## config.mk

```make
export PLATFORM = sky130hd
export DESIGN_NAME = gfx_shapes_top
export DESIGN_NICKNAME = d
export VERILOG_FILES = /design/src/vga_mode_pkg.sv /design/src/gfx_shape_pkg.sv /design/src/beam_if.sv /design/src/raster_timing.sv /design/src/shape_unit.sv /design/src/pixel_compositor.sv /design/src/gfx_shapes_top.sv
export SDC_FILE = /design/constraint.sdc
export NUM_CORES = 2
export LEC_CHECK = 0
export BUFFER_PORTS_ARGS = -buffer_cell sky130_fd_sc_hd__buf_4
export CAP_MARGIN = 30
export CORE_ASPECT_RATIO = 0.9
export CORE_MARGIN = 10
export CORE_UTILIZATION = 52
export CTS_CLUSTER_DIAMETER = 40
export DETAILED_ROUTE_END_ITERATION = 8
export MAX_ROUTING_LAYER = met4
export PLACE_DENSITY = 0.82
export SLEW_MARGIN = 20
export SYNTH_ARGS = -nofsm -noshare
export SYNTH_HDL_FRONTEND = slang
export SYNTH_SLANG_ARGS = --single-unit
```

## constraint.sdc

```tcl
create_clock -name pixel_clk -period 9.28 [get_ports pixel_clk]
set_input_delay 2.32 -clock pixel_clk [delete_from_list [all_inputs] [get_ports pixel_clk]]
set_output_delay 2.32 -clock pixel_clk [all_outputs]
set_load 0.03 [all_outputs]
```

## src/vga_mode_pkg.sv

```systemverilog
package vga_mode_pkg;

  // a raster coordinate holds any column or row of the supported modes.
  typedef logic [10:0] coord_t;

  // default mode is 640x480 at 60 Hz with a 25.175 MHz pixel clock.
  localparam int H_ACTIVE = 640;
  localparam int H_FRONT  = 16;
  localparam int H_SYNC   = 96;
  localparam int H_BACK   = 48;

  localparam int V_ACTIVE = 480;
  localparam int V_FRONT  = 10;
  localparam int V_SYNC   = 2;
  localparam int V_BACK   = 33;

  // a whole line is 800 clocks and a whole frame is 525 lines.

endpackage

```

## src/gfx_shape_pkg.sv

```systemverilog
package gfx_shape_pkg;

  // red in the top nibble, then green, then blue.
  typedef logic [11:0] color_t;

  typedef enum logic {
    SHAPE_RECT = 1'b0,
    SHAPE_DISC = 1'b1
  } shape_kind_t;

  // the box is inclusive and the writer keeps x0 <= x1 and y0 <= y1.
  typedef struct packed {
    vga_mode_pkg::coord_t x0;
    vga_mode_pkg::coord_t x1;
    vga_mode_pkg::coord_t y0;
    vga_mode_pkg::coord_t y1;
  } rect_desc_t;

  typedef struct packed {
    vga_mode_pkg::coord_t cx;
    vga_mode_pkg::coord_t cy;
    vga_mode_pkg::coord_t radius;
    logic [10:0]          spare; // pads the disc to the rectangle width.
  } disc_desc_t;

  // the kind field selects which view of the geometry word is meaningful.
  typedef union packed {
    rect_desc_t rect;
    disc_desc_t disc;
  } shape_geom_u;

  typedef struct packed {
    shape_kind_t kind;
    color_t      color;
    logic        enable;
    shape_geom_u geom;
  } shape_desc_t;

  localparam int NUM_SHAPES_DEFAULT = 4;

endpackage

```

## src/beam_if.sv

```systemverilog
`timescale 1ns/100ps

interface beam_if;
  import vga_mode_pkg::*;

  coord_t x;
  coord_t y;
  logic   active; // inside the visible window.
  logic   hsync;  // active low.
  logic   vsync;  // active low.

  modport src (
    output x, y, active, hsync, vsync
  );

  // the shape units only look at the position.
  modport shape (
    input x, y
  );

  modport sink (
    input active, hsync, vsync
  );

endinterface

```

## src/raster_timing.sv

```systemverilog
`timescale 1ns/100ps

module raster_timing #(
  parameter int H_ACTIVE = vga_mode_pkg::H_ACTIVE,
  parameter int H_FRONT  = vga_mode_pkg::H_FRONT,
  parameter int H_SYNC   = vga_mode_pkg::H_SYNC,
  parameter int H_BACK   = vga_mode_pkg::H_BACK,
  parameter int V_ACTIVE = vga_mode_pkg::V_ACTIVE,
  parameter int V_FRONT  = vga_mode_pkg::V_FRONT,
  parameter int V_SYNC   = vga_mode_pkg::V_SYNC,
  parameter int V_BACK   = vga_mode_pkg::V_BACK
) (
  input logic pixel_clk,
  input logic rst_n,
  beam_if.src beam
);
  import vga_mode_pkg::*;

  localparam int H_TOTAL    = H_ACTIVE + H_FRONT + H_SYNC + H_BACK;
  localparam int V_TOTAL    = V_ACTIVE + V_FRONT + V_SYNC + V_BACK;
  localparam int HS_START   = H_ACTIVE + H_FRONT;
  localparam int HS_END     = HS_START + H_SYNC;
  localparam int VS_START   = V_ACTIVE + V_FRONT;
  localparam int VS_END     = VS_START + V_SYNC;

  coord_t h_cnt;
  coord_t v_cnt;
  logic   line_end;
  logic   frame_end;

  assign line_end  = (h_cnt == coord_t'(H_TOTAL - 1));
  assign frame_end = (v_cnt == coord_t'(V_TOTAL - 1));

  // the row steps on the same edge that the column wraps.
  always_ff @(posedge pixel_clk) begin
    if (rst_n) begin
      h_cnt <= '0;
      v_cnt <= '0;
    end else if (line_end) begin
      h_cnt <= '0;
      if (frame_end) begin
        v_cnt <= '0;
      end else begin
        v_cnt <= v_cnt + 1'b1;
      end
    end else begin
      h_cnt <= h_cnt + 1'b1;
    end
  end

  assign beam.x = h_cnt;
  assign beam.y = v_cnt;

  assign beam.active = (h_cnt < coord_t'(H_ACTIVE)) && (v_cnt < coord_t'(V_ACTIVE));

  // sync windows sit between the front and back porches.
  assign beam.hsync = !((h_cnt >= coord_t'(HS_START)) && (h_cnt < coord_t'(HS_END)));
  assign beam.vsync = !((v_cnt >= coord_t'(VS_START)) && (v_cnt < coord_t'(VS_END)));

  a_x_range : assert property (
    @(posedge pixel_clk) disable iff (rst_n)
    h_cnt < coord_t'(H_TOTAL)
  ) else $error("raster_timing: column %0d out of line length %0d", h_cnt, H_TOTAL);

  a_y_range : assert property (
    @(posedge pixel_clk) disable iff (rst_n)
    v_cnt < coord_t'(V_TOTAL)
  ) else $error("raster_timing: row %0d out of frame length %0d", v_cnt, V_TOTAL);

endmodule

```

## src/shape_unit.sv

```systemverilog
`timescale 1ns/100ps

module shape_unit #(
  parameter int NUM_SHAPES  = gfx_shape_pkg::NUM_SHAPES_DEFAULT,
  parameter int SHAPE_INDEX = 0
) (
  input  logic                                                pixel_clk,
  input  logic                                                rst_n,
  input  logic                                                shape_we,
  input  logic [((NUM_SHAPES > 1) ? $clog2(NUM_SHAPES) : 1)-1:0] shape_sel,
  input  gfx_shape_pkg::shape_desc_t                          shape_desc,
  beam_if.shape                                               beam,
  output logic                                                hit,
  output gfx_shape_pkg::color_t                               hit_color
);
  import vga_mode_pkg::*;
  import gfx_shape_pkg::*;

  localparam int SEL_W = (NUM_SHAPES > 1) ? $clog2(NUM_SHAPES) : 1;

  shape_desc_t desc_q;
  logic        sel_match;

  coord_t      dx;
  coord_t      dy;
  logic [21:0] dx2;
  logic [21:0] dy2;
  logic [21:0] r2;
  logic [22:0] dist2;
  logic        rect_hit;
  logic        disc_hit;
  logic        shape_hit;

  assign sel_match = shape_we && (shape_sel == SEL_W'(SHAPE_INDEX));

  always_ff @(posedge pixel_clk) begin
    if (rst_n) begin
      desc_q.enable <= 1'b0;
    end else if (sel_match) begin
      desc_q.enable <= shape_desc.enable;
    end
  end

  always_ff @(posedge pixel_clk) begin
    if (sel_match) begin
      desc_q.kind  <= shape_desc.kind;
      desc_q.color <= shape_desc.color;
      desc_q.geom  <= shape_desc.geom;
    end
  end

  assign rect_hit = (beam.x >= desc_q.geom.rect.x0) && (beam.x <= desc_q.geom.rect.x1) &&
                    (beam.y >= desc_q.geom.rect.y0) && (beam.y <= desc_q.geom.rect.y1);

  // absolute distances keep the squares unsigned.
  assign dx = (beam.x >= desc_q.geom.disc.cx) ? beam.x - desc_q.geom.disc.cx
                                              : desc_q.geom.disc.cx - beam.x;
  assign dy = (beam.y >= desc_q.geom.disc.cy) ? beam.y - desc_q.geom.disc.cy
                                              : desc_q.geom.disc.cy - beam.y;

  assign dx2   = dx * dx;
  assign dy2   = dy * dy;
  assign r2    = desc_q.geom.disc.radius * desc_q.geom.disc.radius;
  assign dist2 = 23'(dx2) + 23'(dy2);

  assign disc_hit = (dist2 <= {1'b0, r2});

  assign shape_hit = desc_q.enable && ((desc_q.kind == SHAPE_DISC) ? disc_hit : rect_hit);

  always_ff @(posedge pixel_clk) begin
    if (rst_n) begin
      hit <= 1'b0;
    end else begin
      hit <= shape_hit;
    end
  end

  always_ff @(posedge pixel_clk) begin
    hit_color <= desc_q.color;
  end

  a_hit_needs_enable : assert property (
    @(posedge pixel_clk) disable iff (rst_n)
    hit |-> $past(desc_q.enable)
  ) else $error("shape_unit %0d: hit without an enabled descriptor", SHAPE_INDEX);

endmodule

```

## src/pixel_compositor.sv

```systemverilog
`timescale 1ns/100ps

module pixel_compositor #(
  parameter int                    NUM_SHAPES = gfx_shape_pkg::NUM_SHAPES_DEFAULT,
  parameter gfx_shape_pkg::color_t BG_COLOR   = 12'h000
) (
  input  logic                  pixel_clk,
  input  logic                  rst_n,
  beam_if.sink                  beam,
  input  logic [NUM_SHAPES-1:0] hit,
  input  gfx_shape_pkg::color_t hit_color [NUM_SHAPES],
  output logic [3:0]            vga_red,
  output logic [3:0]            vga_grn,
  output logic [3:0]            vga_blu,
  output logic                  vga_hsync,
  output logic                  vga_vsync,
  output logic                  vga_de
);
  import gfx_shape_pkg::*;

  color_t pick;
  color_t color_q;
  logic   active_d1;
  logic   hsync_d1;
  logic   vsync_d1;

  // walking down from the top lets the lowest index overwrite the rest.
  always_comb begin
    pick = BG_COLOR;
    for (int i = NUM_SHAPES - 1; i >= 0; i--) begin
      if (hit[i]) begin
        pick = hit_color[i];
      end
    end
  end

  // first stage lines the beam flags up with the unit results.
  always_ff @(posedge pixel_clk) begin
    if (rst_n) begin
      active_d1 <= 1'b0;
      hsync_d1  <= 1'b1;
      vsync_d1  <= 1'b1;
      vga_de    <= 1'b0;
      vga_hsync <= 1'b1;
      vga_vsync <= 1'b1;
      color_q   <= '0;
    end else begin
      active_d1 <= beam.active;
      hsync_d1  <= beam.hsync;
      vsync_d1  <= beam.vsync;
      vga_de    <= active_d1;
      vga_hsync <= hsync_d1;
      vga_vsync <= vsync_d1;
      color_q   <= active_d1 ? pick : '0; // black in blanking.
    end
  end

  assign {vga_red, vga_grn, vga_blu} = color_q;

  a_black_in_blank : assert property (
    @(posedge pixel_clk) disable iff (rst_n)
    !vga_de |-> (color_q == '0)
  ) else $error("pixel_compositor: colour %h outside the visible window", color_q);

endmodule

```

## src/gfx_shapes_top.sv

```systemverilog
`timescale 1ns/100ps

module gfx_shapes_top #(
  parameter int                    NUM_SHAPES = gfx_shape_pkg::NUM_SHAPES_DEFAULT,
  parameter gfx_shape_pkg::color_t BG_COLOR   = 12'h124,
  parameter int                    H_ACTIVE   = vga_mode_pkg::H_ACTIVE,
  parameter int                    H_FRONT    = vga_mode_pkg::H_FRONT,
  parameter int                    H_SYNC     = vga_mode_pkg::H_SYNC,
  parameter int                    H_BACK     = vga_mode_pkg::H_BACK,
  parameter int                    V_ACTIVE   = vga_mode_pkg::V_ACTIVE,
  parameter int                    V_FRONT    = vga_mode_pkg::V_FRONT,
  parameter int                    V_SYNC     = vga_mode_pkg::V_SYNC,
  parameter int                    V_BACK     = vga_mode_pkg::V_BACK
) (
  input  logic                                                   pixel_clk,
  input  logic                                                   rst_n,
  input  logic                                                   shape_we,
  input  logic [((NUM_SHAPES > 1) ? $clog2(NUM_SHAPES) : 1)-1:0] shape_sel,
  input  gfx_shape_pkg::shape_desc_t                             shape_desc,
  output logic [3:0]                                             vga_red,
  output logic [3:0]                                             vga_grn,
  output logic [3:0]                                             vga_blu,
  output logic                                                   vga_hsync,
  output logic                                                   vga_vsync,
  output logic                                                   vga_de
);
  import gfx_shape_pkg::*;

  logic [NUM_SHAPES-1:0] unit_hit;
  color_t                unit_color [NUM_SHAPES];

  beam_if beam ();

  raster_timing #(
    .H_ACTIVE (H_ACTIVE),
    .H_FRONT  (H_FRONT),
    .H_SYNC   (H_SYNC),
    .H_BACK   (H_BACK),
    .V_ACTIVE (V_ACTIVE),
    .V_FRONT  (V_FRONT),
    .V_SYNC   (V_SYNC),
    .V_BACK   (V_BACK)
  ) raster_timing_i (
    .pixel_clk (pixel_clk),
    .rst_n     (rst_n),
    .beam      (beam)
  );

  // every unit sees the same write bus and picks out its own index.
  for (genvar i = 0; i < NUM_SHAPES; i++) begin : g_shape
    shape_unit #(
      .NUM_SHAPES  (NUM_SHAPES),
      .SHAPE_INDEX (i)
    ) shape_unit_i (
      .pixel_clk  (pixel_clk),
      .rst_n      (rst_n),
      .shape_we   (shape_we),
      .shape_sel  (shape_sel),
      .shape_desc (shape_desc),
      .beam       (beam),
      .hit        (unit_hit[i]),
      .hit_color  (unit_color[i])
    );
  end

  pixel_compositor #(
    .NUM_SHAPES (NUM_SHAPES),
    .BG_COLOR   (BG_COLOR)
  ) pixel_compositor_i (
    .pixel_clk (pixel_clk),
    .rst_n     (rst_n),
    .beam      (beam),
    .hit       (unit_hit),
    .hit_color (unit_color),
    .vga_red   (vga_red),
    .vga_grn   (vga_grn),
    .vga_blu   (vga_blu),
    .vga_hsync (vga_hsync),
    .vga_vsync (vga_vsync),
    .vga_de    (vga_de)
  );

endmodule

```

==> impl_metrics.toml <==
[min_path]
min-delay-path-class = "reg -> reg"
min-delay-start = "g_shape[1].shape_unit_i.desc_q[46]"
min_path_cells = 0
min_to = "g_shape[1].shape_unit_i.hit_color[1]"

[global_route]
grt_first_pass_wirelength_mm = 289
top_usage_layer = "met2"
grt.total_usage_pct = 27.6
grtUsageMet1_pct = 33.6
use_met3_pct = 6.00
overflow = 0
antenna_found_initial = 26
first_global_vias = 54900
grt_start_max_net_pins = 59
use_met2_pct = 45.3

[synth]
synth_xor_area_share_pct = 4.24
synth_top_family_by_area = "adder cells"
yosysSeqAreaShare_pct = 14.1
ys_top_cells_by_area = "fa_1 (30%), ha_1 (20%), edfxtp_1 (11%), inv_1 (9.3%), nor2_1 (4.0%)"
syn_avg_cell_area_um2 = 9.34
synth-main-ff-cell = "edfxtp_1"
synth_top_area_share_pct = 29.9
synth_area_leader_cell = "fa_1"
synth-compound-area-share_pct = 9.40
ys_async_sr_fraction_pct = 0
synth_simple_gate_area_share_pct = 11.2
synth-seq-cells = 324
synth_fp_nets = 8664
synth_edf_count = 228
post_synth_fa_ha_maj_area_fraction_pct = 49.8
synthMuxAreaShare_pct = 1.01
syn-instance-count = 6679
syn_area_um2 = 62400
ys_types = 102
ys_warn_count = 0

[flow_run]
drv_cap = 0

[route]
finalWirelength_mm = 181
ant_nets = 0
drc = 0
drtIter0Drc = 4491
vias_per_cell = 5.50
avgRoutedWirePerCell_um = 19.6
drt-pass1-iter-count = 6
vias = 50800

[timing]
maxSlewHeadroom_pct = 33.1
finalWorstSetupSlack_ns = -0.364
setup_violations = 4
final.min_clock_period_ns = 9.64
finalMaxSlewViolations = 0
worst_slew_pin_slew_ns = 0.979
rsz0062_at_grt = "true"
timing.fmax_ghz = 0.104
hold_viol_final = 0
finalCritPeriodShare_pct = 104
fin_skew_ns = 0.0300

[cts]
cts_tree = "yes"
cts-root-buf = "clkbuf_16"
cts_sinks = 324
cts_buffers = 51
htreeDepth = 2
cts_buffer_depth = 3
clk_latency_ns = 0.61
clk_pin_slew_ns = 0.07

[worst_setup_path]
arrival_ns = 10.11
critPathCaptureType = "flop"
crit_top_cell = "fa_1"
r2r-start = "raster_timing_i.beam.x[1]"
critical_path.max_fanout = 4
cp_slowest_cell = "fa_2"
crit_buf_inv = 9
startpoint_type = "flop"
rr_worst_depth = 42
critPathTopFamily = "adder cells"
reg2reg_setup_slack_ns = -0.36
slowest_delay_ns = 0.57
r2r_end = "g_shape[2].shape_unit_i.hit"
cp.depth = 42
critPathKind = "reg -> reg"
worstPathRequired_ns = 9.75

[floorplan]
die_y_um = 349
io_pins = 78
rows = 120
coreArea_um2 = 119000
die_area_um2 = 134000
die_x_um = 385
start_util_pct = 52.4

[run_status]
status = "complete, but fails checks"
violations = "setup timing"

[cells_and_area]
final_util_pct = 62.6
drive_gt1_share_pct = 19.2
seqCellArea_um2 = 8790
multi_input_area_um2 = 48600
fill_cells = 9057
area_growth_syn_to_layout_pct = 19.5
layout.nets = 9560

[placed_design]
io_buffers = 77
pre_cts_slack_ns = -0.445
gp_congestion = 1.00
dp_hpwl_mm = 150
[placed cells by master (no fill, tap or decap), drive strengths merged, types with 71 or more instances in the layout]
master	Yosys	final
nand3	76	76
xor2	109	109
fa	932	932
dfxtp	96	96
o21ai	166	167
nand2	295	295
nor2	664	664
a21o	143	143
ha	990	990
xnor2	175	175
nand2b	110	110
inv	1563	1578
edfxtp	228	228
or2	71	71
buf	44	956
a21oi	249	249
[metal layers]
| layer | wire length, um | part of all wire [%] | vias to the layer above |
|---|---|---|---|
| li1 | - | - | 23100 |
| met1 | 69900 | 39 | 24900 |
| met2 | 85800 | 47 | 2271 |
| met3 | 17900 | 9.9 | 533 |
| met4 | 7310 | 4.0 | 0 |
| met5 | 0 | 0 | - |
[layout make-up]
class	instances	share of cell area, %
Sequential cell	324	11.8
Clock inverter	38	0.522
Tap cell	1586	2.66
Inverter	1580	7.97
Antenna cell	24	0.0806
Multi-Input combinational cell	4662	65.2
Timing Repair Buffer	956	9.92
Clock buffer	58	1.82
[worst register-to-register path: cells and delay by family, from the launching register on]
kind	cells	cell delay, ns
adders and majority gates	10	4.37
AOI/OAI and AO/OA	16	2.64
buffers and inverters	9	0.88
and+or+nand+nor	4	0.72
DFF	1	0.35
muxes	1	0.33
xor gates and xnor gates	2	0.21
[cells in the mapped netlist (all sizes together), types with 9 or more instances]
| master | number |
|---|---|
| nor2b | 58 |
| o21a | 58 |
| xor2 | 109 |
| o31ai | 10 |
| nand3 | 76 |
| ha | 990 |
| nor4 | 11 |
| fa | 932 |
| and2 | 38 |
| o31a | 10 |
| clkbuf | 70 |
| dfxtp | 96 |
| or2 | 71 |
| a21oi | 249 |
| o41ai | 9 |
| a31o | 12 |
| or3 | 16 |
| and3 | 21 |
| mux2 | 15 |
| nand4 | 53 |
| a211oi | 31 |
| o21ai | 166 |
| xnor2 | 175 |
| edfxtp | 228 |
| mux2i | 44 |
| nand2b | 110 |
| buf | 44 |
| a21boi | 11 |
| a21o | 143 |
| o21bai | 20 |
| a22oi | 10 |
| a2111oi | 15 |
| nand2 | 295 |
| nor2 | 664 |
| clkinv | 17 |
| o211ai | 21 |
| a31oi | 33 |
| nor3 | 68 |
| inv | 1563 |
| a211o | 13 |
[stage by stage]
stage,cell area (um2),hold WS [ns],setup TNS [ns],instances
3_5_place_dp,71100,0.327,-1.35,9038
4_1_cts,73800,0.336,-0.599,9187
2_1_floorplan,62800,0.323,-0.0349,6679
5_1_grt,74500,0.344,-2.71,9225
3_3_place_gp,71000,0.324,-0.792,9037
6_report,74500,0.331,-0.969,9228
[logic make-up after synthesis]
| family | after synthesis |
|---|---|
| fa+ha+maj | 1922 |
| flops | 324 |
| simple gates | 1511 |
| xor+xnor | 284 |
| other cells | 2 |
| buf+inv | 1694 |
| mux | 59 |
| compound gates | 883 |
[sequential cells by signal (all words and copies together) (netlist names)]
register / flops
pixel_compositor_i.vga_de: 1
raster_timing_i.beam.x: 11
pixel_compositor_i.hsync_d1: 1
g_shape.shape_unit_i.hit: 4
pixel_compositor_i.active_d1: 1
raster_timing_i.beam.y: 11
g_shape.shape_unit_i.desc_q: 232
g_shape.shape_unit_i.hit_color: 48
pixel_compositor_i.color_q: 12
pixel_compositor_i.vga_hsync: 1
pixel_compositor_i.vga_vsync: 1
pixel_compositor_i.vsync_d1: 1
[worst max-delay path by stage]
stage | endpoint | slack [ns] | start
floorplan | g_shape[3].shape_unit_i.hit | -0.02 | raster_timing_i.beam.y[1]
global placement | g_shape[1].shape_unit_i.hit | -0.26 | raster_timing_i.beam.y[1]
detailed placement | g_shape[1].shape_unit_i.hit | -0.44 | raster_timing_i.beam.y[1]
CTS | g_shape[2].shape_unit_i.hit | -0.22 | raster_timing_i.beam.x[1]
global route | g_shape[0].shape_unit_i.hit | -0.73 | raster_timing_i.beam.x[7]
finish | g_shape[2].shape_unit_i.hit | -0.36 | raster_timing_i.beam.x[1]
[repair_timing]
item                       4_1_cts  5_1_grt
setup endpoints to repair        4        4
setup buffers                   53       18
hold buffers                     0        0
pin swaps                      124      102
gates cloned                     1        0
gates resized for setup        148      121
Power is not shown: default switching activity piles up to over one toggle a cycle in this logic, so the estimate is an artifact.
